[src/verilog/mgnt_pkg.sv]
package mgnt_pkg;

    //////////////////////////////////////////////////////////////////////
    // widths

    // default register width, switch_ctrl may override it
    parameter int REG_WIDTH   = 32;
    parameter int BYTE_W      = 8;
    parameter int FP_STAT_W   = 8;
    parameter int SWC_STAT_W  = 4;
    parameter int CONF_DATA_W = 16;
    parameter int CONF_TYPE_W = 2;

    typedef logic [7:0] addr_t;

    //////////////////////////////////////////////////////////////////////
    // register map

    // frame-processing counters, read only
    parameter addr_t ADDR_FP_UNICAST     = 8'h00;
    parameter addr_t ADDR_FP_GROUPCAST   = 8'h01;
    parameter addr_t ADDR_FP_BROADCAST   = 8'h02;
    parameter addr_t ADDR_FP_SRC_LEARN   = 8'h03;
    parameter addr_t ADDR_FP_SRC_EVICT   = 8'h04;
    parameter addr_t ADDR_FP_DST_MISS    = 8'h05;
    parameter addr_t ADDR_FP_BP          = 8'h06;
    parameter addr_t ADDR_FP_MAC_INVALID = 8'h07;
    // forwarding-table config, read/write, low two bits give the conf type
    parameter addr_t ADDR_CONF_FWD_DIS   = 8'h08;
    parameter addr_t ADDR_CONF_LRN_DIS   = 8'h09;
    parameter addr_t ADDR_CONF_AGING     = 8'h0A;
    // switch-core counters, read only
    parameter addr_t ADDR_SWC_PKT        = 8'h10;
    parameter addr_t ADDR_SWC_NO_ROUTE   = 8'h11;
    parameter addr_t ADDR_SWC_FQ_EMPTY   = 8'h12;
    parameter addr_t ADDR_SWC_QC_FULL    = 8'h13;
    parameter addr_t ADDR_SWC_BP         = 8'h14;

    //////////////////////////////////////////////////////////////////////
    // status word bit positions

    // bits 2..0 carry the destination MAC type
    parameter int FP_BIT_UNICAST   = 0;
    parameter int FP_BIT_GROUPCAST = 1;
    parameter int FP_BIT_BROADCAST = 2;
    parameter int FP_BIT_DST_HIT   = 3;
    parameter int FP_BIT_SRC_VALID = 4;
    parameter int FP_BIT_SRC_LEARN = 5;
    // learn hit a full table
    parameter int FP_BIT_SRC_EVICT = 6;
    parameter int FP_BIT_BP        = 7;

    parameter int SWC_BIT_NO_ROUTE = 0;
    parameter int SWC_BIT_FQ_EMPTY = 1;
    parameter int SWC_BIT_QC_FULL  = 2;
    parameter int SWC_BIT_BP       = 3;

endpackage
[src/verilog/switch_ctrl.sv]
module switch_ctrl import mgnt_pkg::*; #(
    parameter int REG_WIDTH = mgnt_pkg::REG_WIDTH
) (
    input  logic                   clk_if,
    input  logic                   rst_if,
    // frame-processing side
    input  logic                   fp_stat_valid,
    output logic                   fp_stat_resp,
    input  logic [FP_STAT_W-1:0]   fp_stat_data,
    output logic                   fp_conf_valid,
    input  logic                   fp_conf_resp,
    output logic [CONF_TYPE_W-1:0] fp_conf_type,
    output logic [CONF_DATA_W-1:0] fp_conf_data,
    // switch core side
    input  logic                   swc_stat_valid,
    output logic                   swc_stat_resp,
    input  logic [SWC_STAT_W-1:0]  swc_stat_data,
    // system host
    input  logic                   sys_req_valid,
    input  logic                   sys_req_wr,
    input  addr_t                  sys_req_addr,
    output logic                   sys_req_ack,
    input  logic [BYTE_W-1:0]      sys_req_data,
    input  logic                   sys_req_data_valid,
    output logic [BYTE_W-1:0]      sys_resp_data,
    output logic                   sys_resp_data_valid
);

    logic                  fp_event;
    logic [FP_STAT_W-1:0]  fp_word;
    logic                  swc_event;
    logic [SWC_STAT_W-1:0] swc_word;
    addr_t                 cmd_addr;
    logic                  rd_start;
    logic                  rd_done;
    logic [REG_WIDTH-1:0]  rd_word;
    logic [REG_WIDTH-1:0]  wr_word;
    logic                  wr_commit;
    logic                  wr_done;

    stat_capture #(.STAT_W(FP_STAT_W)) i_fp_stat (
        .clk_if      (clk_if),
        .rst_if      (rst_if),
        .stat_valid  (fp_stat_valid),
        .stat_data   (fp_stat_data),
        .stat_resp   (fp_stat_resp),
        .event_valid (fp_event),
        .event_data  (fp_word)
    );

    stat_capture #(.STAT_W(SWC_STAT_W)) i_swc_stat (
        .clk_if      (clk_if),
        .rst_if      (rst_if),
        .stat_valid  (swc_stat_valid),
        .stat_data   (swc_stat_data),
        .stat_resp   (swc_stat_resp),
        .event_valid (swc_event),
        .event_data  (swc_word)
    );

    req_decode #(.REG_WIDTH(REG_WIDTH)) i_req_decode (
        .clk_if         (clk_if),
        .rst_if         (rst_if),
        .req_valid      (sys_req_valid),
        .req_wr         (sys_req_wr),
        .req_addr       (sys_req_addr),
        .req_data       (sys_req_data),
        .req_data_valid (sys_req_data_valid),
        .req_ack        (sys_req_ack),
        .cmd_addr       (cmd_addr),
        .rd_start       (rd_start),
        .rd_done        (rd_done),
        .wr_word        (wr_word),
        .wr_commit      (wr_commit),
        .wr_done        (wr_done)
    );

    counter_bank #(.REG_WIDTH(REG_WIDTH)) i_counter_bank (
        .clk_if     (clk_if),
        .rst_if     (rst_if),
        .fp_event   (fp_event),
        .fp_word    (fp_word),
        .swc_event  (swc_event),
        .swc_word   (swc_word),
        .cmd_addr   (cmd_addr),
        .rd_word    (rd_word),
        .wr_word    (wr_word),
        .wr_commit  (wr_commit),
        .wr_done    (wr_done),
        .conf_valid (fp_conf_valid),
        .conf_resp  (fp_conf_resp),
        .conf_type  (fp_conf_type),
        .conf_data  (fp_conf_data)
    );

    resp_serializer #(.REG_WIDTH(REG_WIDTH)) i_resp_serializer (
        .clk_if          (clk_if),
        .rst_if          (rst_if),
        .rd_start        (rd_start),
        .rd_word         (rd_word),
        .resp_data       (sys_resp_data),
        .resp_data_valid (sys_resp_data_valid),
        .rd_done         (rd_done)
    );

endmodule

[src/verilog/resp_serializer.sv]
module resp_serializer import mgnt_pkg::*; #(
    parameter int REG_WIDTH = mgnt_pkg::REG_WIDTH
) (
    input  logic                 clk_if,
    input  logic                 rst_if,
    input  logic                 rd_start,
    input  logic [REG_WIDTH-1:0] rd_word,
    output logic [BYTE_W-1:0]    resp_data,
    output logic                 resp_data_valid,
    output logic                 rd_done
);

    localparam int NBYTES = REG_WIDTH / BYTE_W;
    localparam int CNT_W  = (NBYTES > 1) ? $clog2(NBYTES) : 1;
    localparam logic [CNT_W-1:0] LAST_BYTE = CNT_W'(NBYTES - 1);

    logic [REG_WIDTH-1:0] shift_q;
    logic [CNT_W-1:0]     byte_cnt;

    // top byte of the shifter is on the bus
    assign resp_data = shift_q[REG_WIDTH-1 -: BYTE_W];
    assign rd_done   = resp_data_valid && (byte_cnt == LAST_BYTE);

    always_ff @(posedge clk_if) begin
        if (!rst_if) begin
            resp_data_valid <= 1'b0;
            byte_cnt        <= '0;
        end else if (rd_start) begin
            resp_data_valid <= 1'b1;
            byte_cnt        <= '0;
        end else if (resp_data_valid) begin
            byte_cnt <= byte_cnt + 1'b1;
            if (rd_done) begin
                resp_data_valid <= 1'b0;
            end
        end
    end

    always_ff @(posedge clk_if) begin
        if (rd_start) begin
            shift_q <= rd_word;
        end else if (resp_data_valid) begin
            shift_q <= shift_q << BYTE_W;
        end
    end

    // a read burst is exactly one word long
    assert property (@(posedge clk_if) disable iff (!rst_if)
        $rose(resp_data_valid) |-> resp_data_valid [*NBYTES] ##1 !resp_data_valid);

endmodule

[src/verilog/counter_bank.sv]
module counter_bank import mgnt_pkg::*; #(
    parameter int REG_WIDTH = mgnt_pkg::REG_WIDTH
) (
    input  logic                   clk_if,
    input  logic                   rst_if,
    input  logic                   fp_event,
    input  logic [FP_STAT_W-1:0]   fp_word,
    input  logic                   swc_event,
    input  logic [SWC_STAT_W-1:0]  swc_word,
    input  addr_t                  cmd_addr,
    output logic [REG_WIDTH-1:0]   rd_word,
    input  logic [REG_WIDTH-1:0]   wr_word,
    input  logic                   wr_commit,
    output logic                   wr_done,
    output logic                   conf_valid,
    input  logic                   conf_resp,
    output logic [CONF_TYPE_W-1:0] conf_type,
    output logic [CONF_DATA_W-1:0] conf_data
);

    localparam logic [REG_WIDTH-1:0] ONE = REG_WIDTH'(1);

    localparam logic [1:0] CF_IDLE = 2'd0;
    localparam logic [1:0] CF_BUSY = 2'd1;
    localparam logic [1:0] CF_DONE = 2'd2;

    if ((REG_WIDTH % BYTE_W) != 0 || REG_WIDTH < CONF_DATA_W) begin : g_width_check
        $error("REG_WIDTH must be a multiple of %0d and at least %0d", BYTE_W, CONF_DATA_W);
    end

    logic [REG_WIDTH-1:0] fp_cnt   [8];
    logic [REG_WIDTH-1:0] conf_reg [3];
    logic [REG_WIDTH-1:0] swc_cnt  [5];
    logic [7:0]           fp_inc;
    logic [4:0]           swc_inc;
    logic [1:0]           resp_sync;
    logic [1:0]           cf_state;
    logic                 is_conf;
    logic                 conf_start;

    //////////////////////////////////////////////////////////////////////
    // event counters

    // counter index is the low address bits, both banks start aligned
    always_comb begin
        fp_inc = '0;
        fp_inc[ADDR_FP_UNICAST[2:0]]     = fp_word[FP_BIT_UNICAST];
        fp_inc[ADDR_FP_GROUPCAST[2:0]]   = fp_word[FP_BIT_GROUPCAST];
        fp_inc[ADDR_FP_BROADCAST[2:0]]   = fp_word[FP_BIT_BROADCAST];
        fp_inc[ADDR_FP_SRC_LEARN[2:0]]   = fp_word[FP_BIT_SRC_LEARN];
        fp_inc[ADDR_FP_SRC_EVICT[2:0]]   = fp_word[FP_BIT_SRC_EVICT];
        fp_inc[ADDR_FP_BP[2:0]]          = fp_word[FP_BIT_BP];
        // these two count on a cleared bit
        fp_inc[ADDR_FP_DST_MISS[2:0]]    = !fp_word[FP_BIT_DST_HIT];
        fp_inc[ADDR_FP_MAC_INVALID[2:0]] = !fp_word[FP_BIT_SRC_VALID];

        swc_inc = '0;
        swc_inc[ADDR_SWC_PKT[2:0]]      = (swc_word[SWC_BIT_QC_FULL:SWC_BIT_NO_ROUTE] == '0);
        swc_inc[ADDR_SWC_NO_ROUTE[2:0]] = swc_word[SWC_BIT_NO_ROUTE];
        swc_inc[ADDR_SWC_FQ_EMPTY[2:0]] = swc_word[SWC_BIT_FQ_EMPTY];
        swc_inc[ADDR_SWC_QC_FULL[2:0]]  = swc_word[SWC_BIT_QC_FULL];
        swc_inc[ADDR_SWC_BP[2:0]]       = swc_word[SWC_BIT_BP];
    end

    always_ff @(posedge clk_if) begin
        if (!rst_if) begin
            for (int i = 0; i < 8; i++) begin
                fp_cnt[i] <= '0;
            end
            for (int i = 0; i < 5; i++) begin
                swc_cnt[i] <= '0;
            end
        end else begin
            for (int i = 0; i < 8; i++) begin
                if (fp_event && fp_inc[i]) begin
                    fp_cnt[i] <= fp_cnt[i] + ONE;
                end
            end
            for (int i = 0; i < 5; i++) begin
                if (swc_event && swc_inc[i]) begin
                    swc_cnt[i] <= swc_cnt[i] + ONE;
                end
            end
        end
    end

    //////////////////////////////////////////////////////////////////////
    // config registers and config channel

    assign is_conf    = (cmd_addr == ADDR_CONF_FWD_DIS) || (cmd_addr == ADDR_CONF_LRN_DIS) ||
                        (cmd_addr == ADDR_CONF_AGING);
    assign conf_start = wr_commit && is_conf && (cf_state == CF_IDLE);
    assign conf_valid = (cf_state == CF_BUSY);

    always_ff @(posedge clk_if) begin
        if (!rst_if) begin
            for (int i = 0; i < 3; i++) begin
                conf_reg[i] <= '0;
            end
        end else if (conf_start) begin
            conf_reg[cmd_addr[1:0]] <= wr_word;
        end
    end

    always_ff @(posedge clk_if) begin
        if (conf_start) begin
            conf_type <= cmd_addr[CONF_TYPE_W-1:0];
            conf_data <= wr_word[CONF_DATA_W-1:0];
        end
    end

    // done one cycle after commit, or one cycle after conf_valid drops
    always_ff @(posedge clk_if) begin
        if (!rst_if) begin
            resp_sync <= '0;
            cf_state  <= CF_IDLE;
            wr_done   <= 1'b0;
        end else begin
            resp_sync <= {resp_sync[0], conf_resp};
            wr_done   <= (wr_commit && !is_conf) || (cf_state == CF_DONE);
            case (cf_state)
                CF_IDLE: cf_state <= conf_start ? CF_BUSY : CF_IDLE;
                CF_BUSY: cf_state <= resp_sync[1] ? CF_DONE : CF_BUSY;
                default: cf_state <= CF_IDLE;
            endcase
        end
    end

    // read mux, unmapped addresses give zero
    always_comb begin
        rd_word = '0;
        if (cmd_addr <= ADDR_FP_MAC_INVALID) begin
            rd_word = fp_cnt[cmd_addr[2:0]];
        end else if (is_conf) begin
            rd_word = conf_reg[cmd_addr[1:0]];
        end else if (cmd_addr >= ADDR_SWC_PKT && cmd_addr <= ADDR_SWC_BP) begin
            rd_word = swc_cnt[cmd_addr[2:0]];
        end
    end

    assert property (@(posedge clk_if) disable iff (!rst_if)
        conf_valid && $past(conf_valid) |-> $stable(conf_type) && $stable(conf_data));

endmodule

[src/verilog/req_decode.sv]
module req_decode import mgnt_pkg::*; #(
    parameter int REG_WIDTH = mgnt_pkg::REG_WIDTH
) (
    input  logic                 clk_if,
    input  logic                 rst_if,
    input  logic                 req_valid,
    input  logic                 req_wr,
    input  addr_t                req_addr,
    input  logic [BYTE_W-1:0]    req_data,
    input  logic                 req_data_valid,
    output logic                 req_ack,
    output addr_t                cmd_addr,
    output logic                 rd_start,
    input  logic                 rd_done,
    output logic [REG_WIDTH-1:0] wr_word,
    output logic                 wr_commit,
    input  logic                 wr_done
);

    localparam int NBYTES = REG_WIDTH / BYTE_W;
    localparam int CNT_W  = (NBYTES > 1) ? $clog2(NBYTES) : 1;
    localparam logic [CNT_W-1:0] LAST_BYTE = CNT_W'(NBYTES - 1);

    localparam logic [2:0] ST_IDLE       = 3'd0;
    localparam logic [2:0] ST_READ       = 3'd1;
    localparam logic [2:0] ST_WR_COLLECT = 3'd2;
    localparam logic [2:0] ST_WR_WAIT    = 3'd3;
    localparam logic [2:0] ST_ACK        = 3'd4;

    logic [2:0]                  state;
    logic [2:0]                  state_next;
    logic [CNT_W-1:0]            byte_cnt;
    logic [REG_WIDTH-BYTE_W-1:0] wr_head;

    // the last byte completes the word in the same cycle
    assign wr_commit = (state == ST_WR_COLLECT) && req_data_valid && (byte_cnt == LAST_BYTE);
    assign wr_word   = {wr_head, req_data};

    // ack goes up as soon as counter_bank reports the write done
    assign req_ack = (state == ST_ACK) || ((state == ST_WR_WAIT) && wr_done);

    always_comb begin
        case (state)
            ST_IDLE:       state_next = !req_valid ? ST_IDLE :
                                        (req_wr ? ST_WR_COLLECT : ST_READ);
            ST_READ:       state_next = rd_done ? ST_ACK : ST_READ;
            ST_WR_COLLECT: state_next = wr_commit ? ST_WR_WAIT : ST_WR_COLLECT;
            ST_WR_WAIT:    state_next = wr_done ? ST_ACK : ST_WR_WAIT;
            ST_ACK:        state_next = req_valid ? ST_ACK : ST_IDLE;
            default:       state_next = ST_IDLE;
        endcase
    end

    always_ff @(posedge clk_if) begin
        if (!rst_if) begin
            state    <= ST_IDLE;
            rd_start <= 1'b0;
            byte_cnt <= '0;
            cmd_addr <= '0;
        end else begin
            state    <= state_next;
            // read word is taken one cycle after the address is latched
            rd_start <= (state == ST_IDLE) && req_valid && !req_wr;
            if (state == ST_IDLE) begin
                byte_cnt <= '0;
                if (req_valid) begin
                    cmd_addr <= req_addr;
                end
            end else if ((state == ST_WR_COLLECT) && req_data_valid) begin
                byte_cnt <= byte_cnt + 1'b1;
            end
        end
    end

    // most significant byte arrives first
    always_ff @(posedge clk_if) begin
        if ((state == ST_WR_COLLECT) && req_data_valid) begin
            wr_head <= wr_word[REG_WIDTH-BYTE_W-1:0];
        end
    end

    assert property (@(posedge clk_if) disable iff (!rst_if)
        req_ack |-> $past(req_valid));

endmodule

[src/verilog/stat_capture.sv]
module stat_capture import mgnt_pkg::*; #(
    parameter int STAT_W = FP_STAT_W
) (
    input  logic              clk_if,
    input  logic              rst_if,
    input  logic              stat_valid,
    input  logic [STAT_W-1:0] stat_data,
    output logic              stat_resp,
    output logic              event_valid,
    output logic [STAT_W-1:0] event_data
);

    localparam logic [1:0] ST_IDLE    = 2'd0;
    localparam logic [1:0] ST_CAPTURE = 2'd1;
    localparam logic [1:0] ST_HOLD    = 2'd2;

    logic [1:0] valid_sync;
    logic [1:0] state;
    logic [1:0] state_next;

    always_comb begin
        case (state)
            ST_IDLE:    state_next = valid_sync[1] ? ST_CAPTURE : ST_IDLE;
            ST_CAPTURE: state_next = ST_HOLD;
            // wait for the source to drop valid
            ST_HOLD:    state_next = valid_sync[1] ? ST_HOLD : ST_IDLE;
            default:    state_next = ST_IDLE;
        endcase
    end

    always_ff @(posedge clk_if) begin
        if (!rst_if) begin
            valid_sync  <= '0;
            state       <= ST_IDLE;
            event_valid <= 1'b0;
            stat_resp   <= 1'b0;
        end else begin
            valid_sync  <= {valid_sync[0], stat_valid};
            state       <= state_next;
            event_valid <= (state == ST_CAPTURE);
            stat_resp   <= (state == ST_HOLD);
        end
    end

    // source keeps the word stable while valid is up
    always_ff @(posedge clk_if) begin
        if (state == ST_CAPTURE) begin
            event_data <= stat_data;
        end
    end

    // one counter update per handshake
    assert property (@(posedge clk_if) disable iff (!rst_if)
        event_valid |=> !event_valid);

endmodule

[config.mk]
export PLATFORM = sky130hd
export DESIGN_NAME = switch_ctrl
export DESIGN_NICKNAME = d
export VERILOG_FILES = /design/src/verilog/mgnt_pkg.sv /design/src/verilog/switch_ctrl.sv /design/src/verilog/resp_serializer.sv /design/src/verilog/counter_bank.sv /design/src/verilog/req_decode.sv /design/src/verilog/stat_capture.sv
export SDC_FILE = /design/constraint.sdc
export NUM_CORES = 1
export LEC_CHECK = 0
export BUFFER_PORTS_ARGS = -buffer_cell sky130_fd_sc_hd__buf_2
export CAP_MARGIN = 5
export CORE_UTILIZATION = 40
export DETAILED_ROUTE_END_ITERATION = 6
export GPL_ROUTABILITY_DRIVEN = 0
export HOLD_SLACK_MARGIN = 0.08
export SETUP_SLACK_MARGIN = 0.5
export SYNTH_ARGS = -nofsm -noshare
export SYNTH_HDL_FRONTEND = slang
export SYNTH_SLANG_ARGS = --single-unit
export TNS_END_PERCENT = 10
[constraint.sdc]
create_clock -name clk_if -period 4.5 [get_ports clk_if]
set_input_delay 1.35 -clock clk_if [delete_from_list [all_inputs] [get_ports clk_if]]
set_output_delay 1.35 -clock clk_if [all_outputs]
set_load 0.01 [all_outputs]
**Word level (Yosys, flattened, before mapping)**

Memories as Yosys holds them, arrays and structs flattened. A register that Yosys moved wholly into a read port is not among the register bits.
Cells that the tools add are included.

- ROM bits: 0
- Word-level logic and storage cells: 203
- Bits of input ports: 36
- Memories kept: 3
- Bits in writable memories: 512
- Output and inout bits: 31
- Bits in registers: 120
- Bits in latches: 0

- Magnitude comparators: 3
- Reduce and logical (&&, ||, !) cells: 41
- Equal/unequal tests: 15
- Bitwise operators: 14
- Shifts and indexed selects: 0
- Divide/modulo/power cells: 0
- Add/sub/neg operators: 15
- Multiply operators: 0
- Muxes and demuxes: 89

Memory list:

| name | words | width | read ports | clocked after Yosys merged registers in | write ports | line | text |
|---|---|---|---|---|---|---|---|
| i_counter_bank.fp_cnt | 8 | 32 | 9 | 1 | 8 | counter_bank.sv:31 | `logic [REG_WIDTH-1:0] fp_cnt [8];` |
| i_counter_bank.swc_cnt | 5 | 32 | 6 | 1 | 5 | counter_bank.sv:33 | `logic [REG_WIDTH-1:0] swc_cnt [5];` |
| i_counter_bank.conf_reg | 3 | 32 | 1 | 1 | 3 | counter_bank.sv:32 | `logic [REG_WIDTH-1:0] conf_reg [3];` |

Operator list:

| cell | count |
|---|---|
| $mux 32 | 19 |
| $add 32x1->32 const B | 13 |
| $mux 1 | 51 |
| $reduce_or 32->1 | 1 |
| $eq 8x4->1 const B | 3 |
| $mux 3 | 8 |
| $logic_and 1x1->1 | 23 |
| $pmux 3 s5 | 1 |
| $mux 2 | 7 |
| $or 1x1->1 | 13 |
| $pmux 2 s3 | 2 |
| $eq 2x2->1 const B | 5 |
| $ge 8x5->1 const B | 1 |
| $le 8x3->1 const B | 1 |
| $le 8x5->1 const B | 1 |
| $eq 2x1->1 const B | 3 |
| $eq 3x2->1 const B | 2 |
| $logic_not 2->1 | 3 |
| $logic_not 3->1 | 2 |
| $add 2x1->2 const B | 2 |
| $logic_not 1->1 | 4 |
| $logic_or 1x1->1 | 4 |
| $pmux 2 s2 | 1 |
| $reduce_or 2->1 | 2 |
| other kinds (5) | 5 |

**Longest topological paths before layout**

Gate-level depths: netlist of run 1.

- Word-level depth: 10
- Depth in mapped cells: 8
- Gate-level depth less buffers: 5

**Modules after synthesis**

A second synthesis of run 1 with hierarchy kept.

- Cell total of the unflattened synthesis: 2990
- Area total of the unflattened synthesis: 34292.9 µm²

Modules (own cells, without submodules):

| module | seq. area each (µm²) | times used | cells an instance | area each (µm²) |
|---|---|---|---|---|
| counter_bank | 16015.4 | 1 | 2759 | 30528.0 |
| resp_serializer | 1021.0 | 1 | 89 | 1604.0 |
| req_decode | 1001.0 | 1 | 102 | 1410.1 |
| stat_capture (i_fp_stat) | 360.3 | 1 | 22 | 435.4 |
| stat_capture (i_swc_stat) | 240.2 | 1 | 18 | 315.3 |

**Worst setup path before layout of run 1**

Ideal clock, no wire load.

- Path kind: register -> register
- Start: register i_swc_stat.event_valid
- End: memory i_counter_bank.swc_cnt[0][0] (enable)
- Stages on the path, launching flop included: 4
- Slack: -37 ps
- Arrival time: 4027 ps
- Setup time: 511 ps
- Clock period less this slack: 4537 ps
- Required time: 3989 ps
- Path buffers: 1
- Cell sequence: dfxtp_1 > clkbuf_1 > inv_1 > o41ai_1

RTL lines:

| what | line | text |
|---|---|---|
| start, declared | stat_capture.sv:9 | `output logic event_valid,` |
| start signal, assigned | stat_capture.sv:40 | `event_valid <= (state == ST_CAPTURE);` |
| end, declared | counter_bank.sv:33 |  |

**Final worst setup path of run 1**

- Start: register i_req_decode.rd_start
- End: register i_resp_serializer.shift_q[25], data pin

- Longest elaborated chain between the ends: 1

Ends and longest elaborated chain:

| what | line | text |
|---|---|---|
| start, declared | req_decode.sv:13 | `output logic rd_start,` |
| start signal, assigned | req_decode.sv:63 | `rd_start <= (state == ST_IDLE) && req_valid && !req_wr;` |
| $mux 32 | resp_serializer.sv:40 | `if (rd_start) begin` |
| end signal, assigned | resp_serializer.sv:41 | `shift_q <= rd_word;` |
| end signal, assigned | resp_serializer.sv:43 | `shift_q <= shift_q << BYTE_W;` |
| end, declared | resp_serializer.sv:17 | `logic [REG_WIDTH-1:0] shift_q;` |

Every way passes these cells.
A chain may end at the register's enable or synchronous reset.

==> results of run 1 <==
==> critical path: stages, from the launching register on <==
cell	delay (ps)
dfxtp_1	300
buf_4	340
or4b_1	820
nor3_2	830
o211ai_1	440
o211ai_1	260
==> routing by layer <==
metal / track usage, % / vias up / wire (µm)
met5: 0 / - / 0
met4: 7.40 / 0 / 3060
met3: 3.13 / 134 / 6420
met2: 30.8 / 858 / 43700
met1: 32.0 / 13373 / 46900
li1: - / 12648 / -
==> stage by stage <==
step,utilization [%],cell area [µm²]
floorplan,-,36700
global placement,42.3,38200
detailed placement,42.3,38200
CTS,45.0,40600
global route,45.0,40600
finish,45.0,40600
==> final cells by class <==
cell class | count | share of cell area, %
clock inverters | 33 | 0.848
well taps | 1176 | 3.62
multi-input cells | 2301 | 39.4
clock buffers | 105 | 5.18
inverters | 64 | 0.592
flip-flops and latches | 667 | 48.4
repair buffers | 123 | 1.96
==> cell usage in the layout, fill, tap and decap left out, types with 40 or more instances in the layout <==
cell,n
a21oi_1,233
and2_1,130
and3_1,42
and4_1,57
buf_2,66
buf_4,54
clkbuf_16,78
edfxtp_1,630
inv_1,63
mux2i_1,110
mux4_2,80
nand2_1,242
nand3_1,139
nand4_1,109
nor2_1,167
nor4_1,40
o21ai_0,79
o31ai_1,136
or3_1,74
or4_1,149
xnor2_1,63
xor2_1,72
==> cells by family after synthesis <==
kind of cell | Yosys count | share of synthesized area [%]
AOI/OAI and AO/OA | 636 | 11.1
xor gates and xnor gates | 135 | 3.23
adders and majority gates | 15 | 0.513
buffers and inverters | 282 | 3.21
DFF | 667 | 53.7
muxes | 208 | 8.53
other | 1 | 0.0102
and+or+nand+nor | 1275 | 19.6
==> final timing paths <==
path              cells past startpoint  slack, ps                             to
setup / recovery                      5       1320  i_resp_serializer.shift_q[25]
hold / removal                        1        430       i_swc_stat.valid_sync[1]
setup reg to reg                      5       1320  i_resp_serializer.shift_q[25]
hold reg to reg                       1        430       i_swc_stat.valid_sync[1]
==> power by group through the flow <==
| stage | clock, mW | sequential [mW] | combinational, mW |
|---|---|---|---|
| 5_1_grt | 6.46 | 7.41 | 1.06 |
| 2_1_floorplan | 0 | 7.35 | 0.689 |
| 3_5_place_dp | 0 | 7.49 | 0.981 |
| 6_report | 6.11 | 7.37 | 0.987 |
| 4_1_cts | 6.22 | 7.37 | 0.983 |
| 3_3_place_gp | 0 | 7.49 | 0.969 |
==> impl_metrics.tcl, run 1 <==
set metrics [dict create \
    status "completed" \
    internal_power_mw 10.8 \
    cp-startpoint "i_req_decode.rd_start" \
    drt_iter0_markers 2999 \
    stdcell_count 4469 \
    synth.most_common_cell "edfxtp_1" \
    dr_total_vias 27013 \
    pre_cts_slack_ps 997 \
    routed_wl_um 100000 \
    seq_area_mm2 0.0197 \
    firstDrtPassIters 6 \
    place_hpwl_um 69300 \
    die_h_um 304 \
    setup_violations 0 \
    drc 0 \
    drive_gt1_share_pct 11.7 \
    ir_drop_v 0.000306 \
    synth_top_area_share_pct 51.7 \
    post_drt_via_cell_ratio 6.04 \
    ios 67 \
    netSwitchingFraction_pct 25.3 \
    cts_root_buf "clkbuf_16" \
    r2r-start "i_req_decode.rd_start" \
    die_w_um 304 \
    post_cts_buffers 0 \
    arrival_ps 3660 \
    pwr-share-comb_pct 6.8 \
    grt_pass1_vias 24701 \
    ys_seq_area_share_pct 53.7 \
    maxCapViolCount 0 \
    worstPathMaxFanout 41 \
    rows 110 \
    antenna_cells 0 \
    startpoint_type "flip-flop" \
    clk_latency_ps 670 \
    fp.coreArea_mm2 0.0903 \
    cts.repair.resized 0 \
    switching_power_mw 3.66 \
    critical_path_class "reg -> reg" \
    tightest_slew_ps 1000 \
    cts_buffers 78 \
    min_period_ps 3180 \
    nets 3286 \
    clk_path_buf_depth 3 \
    tns_ps 0 \
    largest_register_ffs 256 \
    min-delay-start "i_swc_stat.valid_sync[0]" \
    postRouteAntennaNets 0 \
    multiInputGateArea_mm2 0.0160 \
    drt-wirelength-per-cell_um 22.4 \
    period_share_pct 70.6 \
    ys_seq_elements 667 \
    grt-ovfl-total 0 \
    syn_area_per_cell_um2 11.4 \
    rsz0062_at_grt "false" \
    grt_pass1_wl_um 153000 \
    io_buffers 66 \
    synth_area_leaders "edfxtp_1 (52%), mux4_2 (4.9%), a21oi_1 (3.2%), or4_1 (3.1%), mux2i_1 (3.0%)" \
    synthArstFlopShare_pct 0 \
    syn2layout_area_growth_pct 10.9 \
    hold_violations 0 \
    fillers 8367 \
    cts_hold_buf 0 \
    synth_edf_count 630 \
    synth_ff_type "edfxtp_1" \
    hold_slack_ps 432 \
    fin_skew_ps 69.7 \
    grt_max_degree 48 \
    total_power_mw 14.5 \
    hp-class "reg -> reg" \
    syn_area_mm2 0.0366 \
    grt_antenna_before_repair 2 \
    clkTransAtPathRegs_ps 60 \
    slew_violations 0 \
    synth_warnings 0 \
    power_density_mw_per_mm2 356 \
    pwr-share-seq_pct 50.9 \
    maxSlewHeadroom_pct 33.1 \
    yosysUniqueCellTypes 69 \
    yosysTopAreaCell "edfxtp_1" \
    p_leak_nw 12.6 \
    die_area_mm2 0.0927 \
    end_kind "flip-flop" \
    clockPowerShare_pct 42.2 \
    h-tree-depth 3 \
    fin_ws_ps 1320 \
    grt_usage_pct 21.2 \
    syn_inst 3219 \
    clock.fmax_mhz 315 \
    synth_common_cells "edfxtp_1 (630), nand2_1 (243), a21oi_1 (233), nor2_1 (168), clkbuf_1 (158)" \
    cts_tree "done" \
    clkSinkCount 667 \
    dp_cells 4331 \
    worstPathRequired_ps 4990 \
    initial_core_util_pct 40.5 \
]
Power figures use the tool's default switching activity.
==> run 2, diff against run 1 <==
--- a/config.mk
+++ b/config.mk
@@ -5,6 +5,7 @@
 export SDC_FILE = /design/constraint.sdc
 export NUM_CORES = 1
 export LEC_CHECK = 0
+export ABC_AREA = 1
 export BUFFER_PORTS_ARGS = -buffer_cell sky130_fd_sc_hd__buf_2
 export CAP_MARGIN = 5
 export CORE_UTILIZATION = 40
==> constraint.sdc (replaced) <==
create_clock -name clk_if -period 2.9 [get_ports clk_if]
set_input_delay 0.87 -clock clk_if [delete_from_list [all_inputs] [get_ports clk_if]]
set_output_delay 0.87 -clock clk_if [all_outputs]
set_load 0.01 [all_outputs]
==> run 2 against run 1 <==
  * Global-route usage up 3.5 points
  * Core utilization grew 0.22 points
  * Highest routed layer unchanged
  * First-iteration DRC count rose by 38%
==> impl_metrics.tcl, run 2 <==
set metrics [dict create \
    fin_ws_ps 480 \
    drive_gt1_share_pct 6.77 \
    clk_path_buf_depth 3 \
    ir_drop_v 0.000525 \
    pre_cts_slack_ps 416 \
    die_h_um 318 \
    min_period_ps 2420 \
    routed_wl_um 127000 \
    synth_top_family_by_area "simple AND/OR/NAND/NOR gates" \
    grt_pass1_vias 34003 \
    hp-class "in -> reg" \
    synth_top_area_share_pct 47.5 \
    worstPathRequired_ps 2030 \
    ys_seq_elements 667 \
    synth.most_common_cell "nand2_1" \
    stdcell_count 6793 \
    io_buffers 66 \
    synthAdderAreaFrac_pct 0.471 \
    hold_slack_ps 403 \
    fin_skew_ps 21.6 \
    total_power_mw 23.9 \
    cts_buffers 78 \
    dp_cells 6648 \
    grt_usage_pct 24.7 \
    tightest_slew_ps 1010 \
    drc 0 \
    grt_max_degree 118 \
    grt_pass1_wl_um 196000 \
    rows 115 \
    period_share_pct 83.5 \
    synth_area_leaders "edfxtp_1 (47%), nand2_1 (16%), nor2_1 (8.3%), nand3_1 (6.1%), a21oi_1 (4.6%)" \
    synthXorXnorAreaFrac_pct 0.835 \
    maxSlewHeadroom_pct 32.4 \
    tns_ps 0 \
    syn_inst 5382 \
    clkSinkCount 667 \
    nets 5498 \
    drt_iter0_markers 4129 \
    synth_warnings 0 \
    yosysTopAreaCell "edfxtp_1" \
    dr_total_vias 36570 \
    synth_common_cells "nand2_1 (1705), nor2_1 (885), edfxtp_1 (630), nand3_1 (489), inv_1 (457)" \
    cts_root_buf "clkbuf_16" \
    synth_edf_count 630 \
    netSwitchingFraction_pct 27.3 \
    maxCapViolCount 0 \
    clock.fmax_mhz 413 \
    power_density_mw_per_mm2 537 \
    hold_violations 0 \
    h-tree-depth 3 \
    ys_seq_area_share_pct 49.3 \
    clkTransAtPathRegs_ps 60 \
    cp-startpoint "i_counter_bank.wr_done" \
    r2r-start "i_req_decode.cmd_addr[7]" \
    critical_path_class "reg -> out" \
    grt_antenna_before_repair 1 \
    pwr-share-seq_pct 47.4 \
    die_w_um 318 \
    cts_tree "done" \
    setup_violations 0 \
    internal_power_mw 17.4 \
    yosysUniqueCellTypes 43 \
    yosys.area_share.simple_pct 34.1 \
    synthArstFlopShare_pct 0 \
    min-delay-start "fp_stat_data[6]" \
    largest_register_ffs 256 \
    ios 67 \
    mostFrequentLayoutCell "nand2_1" \
    post_drt_via_cell_ratio 5.38 \
    worstPathMaxFanout 2 \
    synth_compound_area_share_pct 7.98 \
    final_cell_mix "nand2_1 (1695), nor2_1 (883), edfxtp_1 (630)" \
    rsz0062_at_grt "true" \
    syn_area_per_cell_um2 7.40 \
    pwr-share-comb_pct 11.1 \
    slew_violations 0 \
    firstDrtPassIters 6 \
    initial_core_util_pct 40.4 \
    die_area_mm2 0.101 \
    postRouteAntennaNets 0 \
    switching_power_mw 6.53 \
    place_hpwl_um 93700 \
    end_kind "primary output" \
    clockPowerShare_pct 41.5 \
    synth_ff_type "edfxtp_1" \
    status "completed" \
    syn2layout_area_growth_pct 11.8 \
    p_leak_nw 16.3 \
    fp.coreArea_mm2 0.0986 \
    startpoint_type "flip-flop" \
    muxShareOfSynthArea_pct 0 \
    fillers 9948 \
    grt-ovfl-total 0 \
    drt-wirelength-per-cell_um 18.7 \
    antenna_cells 0 \
    syn_area_mm2 0.0398 \
    arrival_ps 1550 \
    clk_latency_ps 650 \
]
[run 2: changes by cell type after synthesis, sizes merged, moves of 136 or more]
| cell | before | now |
|---|---|---|
| o31ai | 136 | 0 |
| inv | 64 | 541 |
| nor2 | 168 | 894 |
| nand3 | 142 | 493 |
| or4 | 150 | 0 |
| nand2 | 243 | 1706 |
[run 2: stage by stage]
stage / cell area (µm²) / utilization (%)
3_3_place_gp: 41900 / 42.5
2_1_floorplan: 40100 / -
5_1_grt: 44500 / 45.2
3_5_place_dp: 41900 / 42.5
6_report: 44500 / 45.2
4_1_cts: 44500 / 45.2
[run 2: critical path, cell delays in order, from the launching register on]
cell      delay (ps)
dfxtp_2          320
inv_2             40
nor4_4           270
o21bai_4         170
buf_6            120
[run 2: cells by family after synthesis]
kind of cell | after synthesis
and+or+nand+nor | 3316
DFF | 667
adders and majority gates | 15
other | 1
xor gates and xnor gates | 38
buffers and inverters | 729
AOI/OAI and AO/OA | 616
[run 2: final timing paths]
check | depth (start not counted) | to | slack [ps]
worst max register to register | 8 | i_counter_bank.conf_reg[2][27] | 680
worst min register to register | 2 | i_swc_stat.valid_sync[1] | 410
worst min-delay path | 1 | i_fp_stat.event_data[6] | 400
worst max-delay path | 4 | sys_req_ack | 480
[run 2: what timing repair did]
item / 4_1_cts / 5_1_grt
pin swaps: 1 / 1
buffers inserted: 4 / 2
hold buffers: 0 / 0
setup endpoints to repair: 1 / 7
resized for setup: 9 / 3
[run 2: cell type report]
class / count / area, µm² / share of cell area [%]
multi-input combinational: 4017 / 17600 / 39.5
clock inverter: 40 / 427 / 0.958
clock buffer: 99 / 2090 / 4.70
timing repair buffer: 128 / 1050 / 2.37
inverter: 555 / 2100 / 4.72
tap: 1287 / 1610 / 3.62
sequential: 667 / 19700 / 44.2
[run 2: power groups by stage]
stage                     Clock (mW)  Combinational [mW]  Sequential, mW
final                           9.93                2.66            11.3
after global routing            10.4                2.89            11.4
after CTS                       10.1                2.63            11.3
after detailed placement           0                2.61            11.5
after global placement             0                2.59            11.5
after floorplan                    0                1.64            11.4
[run 2: routing by layer]
layer | part of all wire, % | track usage [%]
met1 | 45 | 35.2
met2 | 44 | 38.0
met3 | 8.3 | 4.29
met4 | 3.1 | 8.34
met5 | 0 | 0
